===== config.mk =====
export PLATFORM = sky130hd
export DESIGN_NAME = planning_top
export DESIGN_NICKNAME = d
export VERILOG_FILES = /design/src/genbuf_pkg.sv /design/src/grid_pkg.sv /design/src/collision_result.sv /design/src/grid_execute.sv /design/src/maint_counter.sv /design/src/move_decode.sv /design/src/planning_top.sv /design/src/sender_monitor.sv
export SDC_FILE = /design/constraint.sdc
export NUM_CORES = 1
export LEC_CHECK = 0
export BUFFER_PORTS_ARGS = -buffer_cell sky130_fd_sc_hd__buf_2
export CAP_MARGIN = 20
export CORE_MARGIN = 10
export CORE_UTILIZATION = 49
export DETAILED_ROUTE_END_ITERATION = 8
export GPL_TIMING_DRIVEN = 0
export PLACE_DENSITY = 0.71
export SLEW_MARGIN = 10
export SYNTH_ARGS = -nofsm -noshare
export SYNTH_HDL_FRONTEND = slang
export SYNTH_SLANG_ARGS = --single-unit
export TNS_END_PERCENT = 1

===== constraint.sdc =====
create_clock -name clk -period 4.25 [get_ports clk]
set_clock_uncertainty 0.15 [all_clocks]
set_input_delay 0.2125 -clock clk [delete_from_list [all_inputs] [get_ports clk]]
set_output_delay 0.2125 -clock clk [all_outputs]
set_load 0.05 [all_outputs]

===== src/genbuf_pkg.sv =====
package genbuf_pkg;

  // ==========================================================
  // Sender side of the buffer handshake
  // ==========================================================

  // Senders talking four-phase req/ack to the buffer
  localparam int N_SENDERS = 3;

  // One bit per sender, used for both req and ack
  typedef logic [N_SENDERS-1:0] sender_vec_t;

endpackage


===== src/grid_pkg.sv =====
package grid_pkg;

  // ==========================================================
  // Grid geometry
  // ==========================================================

  // One coordinate on the square grid
  typedef logic [3:0] coord_t;

  typedef struct packed {
    coord_t x;
    coord_t y;
  } pos_t;

  // Grid side is three times k cells
  localparam int     GRID_K       = 2;
  localparam coord_t GRID_MAX_DEF = coord_t'(3 * GRID_K - 1);
  localparam coord_t OBS_START_X  = 4'd2;

  // ==========================================================
  // Move commands and maintenance
  // ==========================================================

  typedef struct packed {
    logic move;
    logic up;
    logic down;
    logic left;
    logic right;
  } robot_cmd_t;

  typedef struct packed {
    logic up;
    logic down;
    logic left;
    logic right;
  } obs_cmd_t;

  // Counts 0 to 32 inclusive before wrapping
  typedef logic [5:0] maint_cnt_t;
  localparam maint_cnt_t MAINT_WRAP = 6'd32;

endpackage


===== src/collision_result.sv =====
`timescale 1ns/1ps

module collision_result (
  input  logic           clk,
  input  logic           i_rst_n,
  input  logic           i_robot_go,
  input  logic           i_obs_go,
  input  grid_pkg::pos_t i_robot_pos,
  input  grid_pkg::pos_t i_obs_pos,
  output logic           o_error
);

  logic excl_q;
  logic error_q;
  logic cur_excl;
  logic coll;

  // Robot and obstacle did not both move this cycle
  assign cur_excl = ~(i_robot_go & i_obs_go);
  assign coll     = (i_robot_pos == i_obs_pos);

  always_ff @(posedge clk)
  begin
    if (!i_rst_n)
    begin
      excl_q  <= 1'b1;
      error_q <= 1'b0;
    end
    else
    begin
      // Once a joint move happened the run is no longer exclusive
      excl_q  <= excl_q & cur_excl;
      error_q <= error_q | (excl_q & cur_excl & coll);
    end
  end

  assign o_error = error_q;

endmodule


===== src/grid_execute.sv =====
`timescale 1ns/1ps

module grid_execute #(
  parameter grid_pkg::coord_t P_GRID_MAX = grid_pkg::GRID_MAX_DEF
) (
  input  logic           clk,
  input  logic           i_rst_n,
  input  logic           i_robot_go,
  input  logic [3:0]     i_robot_step,
  input  logic           i_obs_vert_up,
  input  logic           i_obs_vert_down,
  input  logic           i_obs_horz_left,
  input  logic           i_obs_horz_right,
  input  logic           i_obs_go,
  input  logic           i_maintenance,
  input  logic           i_shock,
  output grid_pkg::pos_t o_robot_pos,
  output grid_pkg::pos_t o_obs_pos
);

  import grid_pkg::*;

  pos_t robot_q;
  pos_t obs_q;
  logic robot_en;
  logic obs_en;

  assign robot_en = i_robot_go & ~i_shock;
  assign obs_en   = i_obs_go & ~i_maintenance;

  // ==========================================================
  // Obstacle moves one cell per axis and drops blocked steps
  // ==========================================================
  always_ff @(posedge clk)
  begin
    if (!i_rst_n)
    begin
      obs_q.x <= OBS_START_X;
      obs_q.y <= '0;
    end
    else if (obs_en)
    begin
      if (i_obs_vert_up && obs_q.y < P_GRID_MAX)
        obs_q.y <= obs_q.y + 1'b1;
      else if (i_obs_vert_down && obs_q.y != '0)
        obs_q.y <= obs_q.y - 1'b1;
      if (i_obs_horz_left && obs_q.x != '0)
        obs_q.x <= obs_q.x - 1'b1;
      else if (i_obs_horz_right && obs_q.x < P_GRID_MAX)
        obs_q.x <= obs_q.x + 1'b1;
    end
  end

  // ==========================================================
  // Robot takes the first direction not blocked by a wall
  // ==========================================================
  always_ff @(posedge clk)
  begin
    if (!i_rst_n)
      robot_q <= '0;
    else if (robot_en)
    begin
      if (i_robot_step[3] && robot_q.y != '0)
        robot_q.y <= robot_q.y - 1'b1;
      else if (i_robot_step[2] && robot_q.y < P_GRID_MAX)
        robot_q.y <= robot_q.y + 1'b1;
      else if (i_robot_step[1] && robot_q.x != '0)
        robot_q.x <= robot_q.x - 1'b1;
      else if (i_robot_step[0] && robot_q.x < P_GRID_MAX)
        robot_q.x <= robot_q.x + 1'b1;
    end
  end

  assign o_robot_pos = robot_q;
  assign o_obs_pos   = obs_q;

endmodule


===== src/maint_counter.sv =====
`timescale 1ns/1ps

module maint_counter #(
  parameter int unsigned P_MAINT_BIT = 2
) (
  input  logic clk,
  input  logic i_rst_n,
  input  logic i_obs_go,
  output logic o_maintenance
);

  import grid_pkg::*;

  maint_cnt_t cnt_q;

  // One count per obstacle move, back to zero after the wrap value
  always_ff @(posedge clk)
  begin
    if (!i_rst_n)
      cnt_q <= '0;
    else if (i_obs_go)
    begin
      if (cnt_q < MAINT_WRAP)
        cnt_q <= cnt_q + 1'b1;
      else
        cnt_q <= '0;
    end
  end

  assign o_maintenance = cnt_q[P_MAINT_BIT];

endmodule


===== src/move_decode.sv =====
`timescale 1ns/1ps

module move_decode (
  input  logic                 clk,
  input  logic                 i_rst_n,
  input  grid_pkg::robot_cmd_t i_robot_cmd,
  input  grid_pkg::obs_cmd_t   i_obs_cmd,
  input  logic                 i_error,
  output logic                 o_robot_go,
  output logic                 o_obs_go,
  output logic [3:0]           o_robot_step,
  output logic                 o_obs_vert_up,
  output logic                 o_obs_vert_down,
  output logic                 o_obs_horz_left,
  output logic                 o_obs_horz_right
);

  logic not_first_q;
  logic move_allowed;
  logic obs_any;

  // Cleared by reset, set from the first edge on
  always_ff @(posedge clk)
  begin
    if (!i_rst_n)
      not_first_q <= 1'b0;
    else
      not_first_q <= 1'b1;
  end

  // Nothing moves on the very first step or once the error is up
  assign move_allowed = not_first_q & ~i_error;

  assign obs_any = i_obs_cmd.up | i_obs_cmd.down | i_obs_cmd.left | i_obs_cmd.right;

  assign o_robot_go = move_allowed & i_robot_cmd.move;
  assign o_obs_go   = move_allowed & obs_any;

  // Robot requests go MSB first in the priority order down, up, left, right
  // The executor falls through to the next bit when a wall blocks one
  assign o_robot_step = o_robot_go ? {i_robot_cmd.down, i_robot_cmd.up,
                                      i_robot_cmd.left, i_robot_cmd.right} : 4'b0000;

  // Each obstacle axis resolves on its own
  assign o_obs_vert_up    = i_obs_cmd.up;
  assign o_obs_vert_down  = i_obs_cmd.down & ~i_obs_cmd.up;
  assign o_obs_horz_left  = i_obs_cmd.left;
  assign o_obs_horz_right = i_obs_cmd.right & ~i_obs_cmd.left;

endmodule


===== src/planning_top.sv =====
`timescale 1ns/1ps

module planning_top #(
  parameter grid_pkg::coord_t P_GRID_MAX  = grid_pkg::GRID_MAX_DEF,
  parameter int unsigned      P_MAINT_BIT = 2
) (
  input  logic                    clk,
  input  logic                    i_rst_n,
  input  grid_pkg::robot_cmd_t    i_robot_cmd,
  input  grid_pkg::obs_cmd_t      i_obs_cmd,
  input  genbuf_pkg::sender_vec_t i_sender_req,
  input  genbuf_pkg::sender_vec_t i_sender_ack,
  output logic                    o_rt_robot,
  output logic                    o_rt_obs,
  output logic                    o_error,
  output grid_pkg::pos_t          o_robot_pos,
  output grid_pkg::pos_t          o_obs_pos
);

  import grid_pkg::*;

  logic       robot_go;
  logic       obs_go;
  logic [3:0] robot_step;
  logic       obs_vert_up;
  logic       obs_vert_down;
  logic       obs_horz_left;
  logic       obs_horz_right;
  logic       maintenance;
  logic       shock;
  logic       error;
  pos_t       robot_pos;
  pos_t       obs_pos;

  // ==========================================================
  // Decode, execute, result
  // ==========================================================
  move_decode u_move_decode (
    .clk              (clk),
    .i_rst_n          (i_rst_n),
    .i_robot_cmd      (i_robot_cmd),
    .i_obs_cmd        (i_obs_cmd),
    .i_error          (error),
    .o_robot_go       (robot_go),
    .o_obs_go         (obs_go),
    .o_robot_step     (robot_step),
    .o_obs_vert_up    (obs_vert_up),
    .o_obs_vert_down  (obs_vert_down),
    .o_obs_horz_left  (obs_horz_left),
    .o_obs_horz_right (obs_horz_right)
  );

  grid_execute #(
    .P_GRID_MAX (P_GRID_MAX)
  ) u_grid_execute (
    .clk              (clk),
    .i_rst_n          (i_rst_n),
    .i_robot_go       (robot_go),
    .i_robot_step     (robot_step),
    .i_obs_vert_up    (obs_vert_up),
    .i_obs_vert_down  (obs_vert_down),
    .i_obs_horz_left  (obs_horz_left),
    .i_obs_horz_right (obs_horz_right),
    .i_obs_go         (obs_go),
    .i_maintenance    (maintenance),
    .i_shock          (shock),
    .o_robot_pos      (robot_pos),
    .o_obs_pos        (obs_pos)
  );

  collision_result u_collision_result (
    .clk         (clk),
    .i_rst_n     (i_rst_n),
    .i_robot_go  (robot_go),
    .i_obs_go    (obs_go),
    .i_robot_pos (robot_pos),
    .i_obs_pos   (obs_pos),
    .o_error     (error)
  );

  // Freeze sources for the obstacle and the robot
  maint_counter #(
    .P_MAINT_BIT (P_MAINT_BIT)
  ) u_maint_counter (
    .clk           (clk),
    .i_rst_n       (i_rst_n),
    .i_obs_go      (obs_go),
    .o_maintenance (maintenance)
  );

  sender_monitor u_sender_monitor (
    .clk          (clk),
    .i_rst_n      (i_rst_n),
    .i_sender_req (i_sender_req),
    .i_sender_ack (i_sender_ack),
    .o_shock      (shock)
  );

  assign o_rt_robot  = robot_go;
  assign o_rt_obs    = obs_go;
  assign o_error     = error;
  assign o_robot_pos = robot_pos;
  assign o_obs_pos   = obs_pos;

endmodule


===== src/sender_monitor.sv =====
`timescale 1ns/1ps

module sender_monitor (
  input  logic                    clk,
  input  logic                    i_rst_n,
  input  genbuf_pkg::sender_vec_t i_sender_req,
  input  genbuf_pkg::sender_vec_t i_sender_ack,
  output logic                    o_shock
);

  import genbuf_pkg::*;

  sender_vec_t req_q;
  sender_vec_t ack_q;
  logic        env_err_seen_q;

  sender_vec_t env_hold_err;
  sender_vec_t env_drop_err;
  sender_vec_t sys_rise_err;
  sender_vec_t sys_idle_err;
  sender_vec_t sys_hold_err;
  logic        ack_overlap;
  logic        env_err;
  logic        sys_err;

  // ==========================================================
  // Environment rules, on the senders
  // ==========================================================

  // Request withdrawn before it was acknowledged
  assign env_hold_err = req_q & ~ack_q & ~i_sender_req;
  // Request still up the cycle after an acknowledge
  assign env_drop_err = ack_q & i_sender_req;

  // ==========================================================
  // System rules, on the buffer acknowledges
  // ==========================================================

  // Ack in the same cycle the request rises
  assign sys_rise_err = ~req_q & i_sender_req & i_sender_ack;
  // Ack rising out of the idle phase
  assign sys_idle_err = ~req_q & ~ack_q & i_sender_ack;
  // Ack dropped while its request is still held
  assign sys_hold_err = req_q & ack_q & ~i_sender_ack;

  // At most one sender acknowledged at a time
  always_comb
  begin
    ack_overlap = 1'b0;
    for (int i = 0; i < N_SENDERS; i++)
      for (int j = i + 1; j < N_SENDERS; j++)
        ack_overlap = ack_overlap | (i_sender_ack[i] & i_sender_ack[j]);
  end

  assign env_err = |(env_hold_err | env_drop_err);
  assign sys_err = |(sys_rise_err | sys_idle_err | sys_hold_err) | ack_overlap;

  // Only the buffer is blamed, and only while the senders never misbehaved
  assign o_shock = sys_err & ~env_err & ~env_err_seen_q;

  always_ff @(posedge clk)
  begin
    if (!i_rst_n)
    begin
      req_q          <= '0;
      ack_q          <= '0;
      env_err_seen_q <= 1'b0;
    end
    else
    begin
      req_q          <= i_sender_req;
      ack_q          <= i_sender_ack;
      env_err_seen_q <= env_err_seen_q | env_err;
    end
  end

endmodule


==> results.cfg <==
[synthesis]
syn_avg_cell_area_sq_um = 9.28
async_flop_share_pct = 0
synth-edff-count = 0
synth_ff_type = dfxtp_1
yosysWarnings = 0
syn_nets = 232
ys_seq_area_share_pct = 34.2
syn-cell-area_sq_um = 1880
synthDistinctLibCells = 45
ys_ff_latch = 32
postSynthCellCount = 202

[routing]
drc = 0
drtPass1Iterations = 4
wirelength_microns = 3950
wl_per_cell_microns = 13.5
num_vias = 1504
ant_nets = 0
vias_per_cell = 5.15
drt-initial-drc-count = 71

[setup_path]
setup.worst_path.class = reg2reg
cp-end-kind = register
critPathRequiredTime_ns = 4.31
worstSetupStartpointType = register
arrival_ns = 2.68
critPathMaxFanout = 7

[min_path]
worstHoldPathType = in2reg

[layout]
final_cell_area_sq_um = 2190
area_delta_synth_final_pct = 16.7
fin_cells = 292
drive_gt1_share_pct = 20.5
nets = 274
final_common_cell = buf_2
layout_common_cells = 35 x buf_2, 32 x dfxtp_1, 22 x xnor2_1, 15 x and2_1, 13 x inv_1
antenna_cells = 0

[global_route]
overflow = 0
grt_antenna_before_repair = 0
grt_pass1_wl_microns = 6940
grt.total_usage_pct = 13.0
grt_pass1_vias = 1494
grt_max_degree = 11

[timing]
setup_violations = 0
post-route-min-period_ns = 2.62
finalHoldViolCount = 0
period_share_pct = 61.7
setup_tns_ns = 0
rsz0062_at_grt = false
maxSlewViolCount = 0
fmax_ghz = 0.381
worst_slew_pin_slew_ns = 0.690
relSlewSlack_pct = 53.4

[die]
rows = 22
core_sq_um = 3690
start_util_pct = 50.8
chipWidth_microns = 81.9
dieArea_sq_um = 6700
fp.dieH_microns = 81.9
num_io_pins = 36

[place]
io_buffers = 35
dp_hpwl_microns = 3080
gp_congestion = 0.758
place_area_sq_um = 2110
place_inst = 285

[power_and_ir_drop]
power_density_nw_per_um2 = 388
p_leak_nw = 0.970
finalPower_mw = 0.849
ir_drop_v = 0.000189

[clock_tree]
clockBufferDepth = 2
numCtsBuffers = 5
clock_latency_ns = 0.28
root_buffer = clkbuf_8
htreeDepth = 2
cts_hold_buffers = 0
cts_tree = yes
cts_resized = 0
path_clk_slew_ns = 0.06
cts_setup_buffers = 0
clock-sinks = 32

[status]
status = finished clean

[run]
drv_cap = 0
[where the power goes]
group / internal, mW / total [mW] / switching (mW) / leakage [nW]
combinational: 0.110 / 0.272 / 0.162 / 0.667
sequential: 0.327 / 0.365 / 0.0382 / 0.262
clock: 0.111 / 0.213 / 0.102 / 0.0410
[metal layers]
layer  wire, microns  global-route usage (%)
met3             281                    4.04
met2            1730                    19.7
met1            1870                    17.0
met5               0                       0
met4              61                    4.59
[cells in the mapped netlist (4+ instances only)]
cell type	n	area, sq um
ha_1	9	113
and2_1	15	93.8
nand2_1	6	22.5
a21o_1	4	30.0
mux2i_1	7	70.1
a21oi_1	6	30.0
dfxtp_1	32	641
nor2b_1	7	43.8
inv_1	13	48.8
xnor2_1	22	193
nand4_1	4	25.0
fa_1	4	80.1
nor2_1	11	41.3
o21ai_0	8	40.0
[path summary, 6_finish.rpt]
kind | startpoint | to | slack [ns] | cells after the start
max | u_grid_execute.o_robot_pos[0] | u_grid_execute.o_robot_pos[3] | 1.63 | 9
min | i_rst_n | u_move_decode.not_first_q | 0.02 | 1
max reg2reg | u_grid_execute.o_robot_pos[0] | u_grid_execute.o_robot_pos[3] | 1.63 | 9
min reg2reg | u_collision_result.o_error | u_collision_result.o_error | 0.35 | 1
[cell type report]
| cell class | count | area, sq um |
|---|---|---|
| tap | 48 | 60.1 |
| multi-input combinational | 152 | 1170 |
| fill | 348 | 1500 |
| sequential | 32 | 641 |
| inverter | 15 | 56.3 |
| clock buffer | 6 | 72.6 |
| clock inverter | 1 | 5.00 |
| timing repair buffer | 35 | 175 |
| buffer | 3 | 11.3 |
[cells by family (layout without fill, tap and decap cells)]
kind of cell             Yosys count  after routing  synth area share [%]
AO/OA/AOI/OAI                     42             42                  16.7
buffers and inverters             18             60                  3.60
AND/OR/NAND/NOR                   65             65                  19.9
adder cells (fa/ha/maj)           13             13                  10.3
flip-flops                        32             32                  34.2
multiplexers                       7              7                  3.74
XOR/XNOR                          25             25                  11.7
[per-stage QoR]
step / setup WS (ns) / utilization [%] / hold WS [ns]
after CTS: 1.60 / 59.3 / 0.00555
after global routing: 1.43 / 59.3 / 0.00899
after floorplan: 1.30 / - / 0.0902
final: 1.63 / 59.3 / 0.0174
after detailed placement: 1.63 / 57.2 / 0.301
after global placement: 1.65 / 57.2 / 0.301
[sequential cells by signal, summed over array words and instances, names as in the netlist]
register / cells
u_collision_result.o_error: 1
u_move_decode.not_first_q: 1
u_grid_execute.o_robot_pos: 8
u_sender_monitor.ack_q: 3
u_grid_execute.o_obs_pos: 8
u_sender_monitor.env_err_seen_q: 1
u_collision_result.excl_q: 1
u_sender_monitor.req_q: 3
u_maint_counter.cnt_q: 6
[critical path, stage by stage, from the launching register on]
cell	delay, ns
dfxtp_1	0.38
or4_4	0.57
nand3_1	0.18
inv_1	0.08
ha_1	0.28
a21o_1	0.17
a21oi_1	0.17
xnor2_1	0.09
or3_1	0.34
a21boi_1	0.13
(Power assumes the default switching activity.)
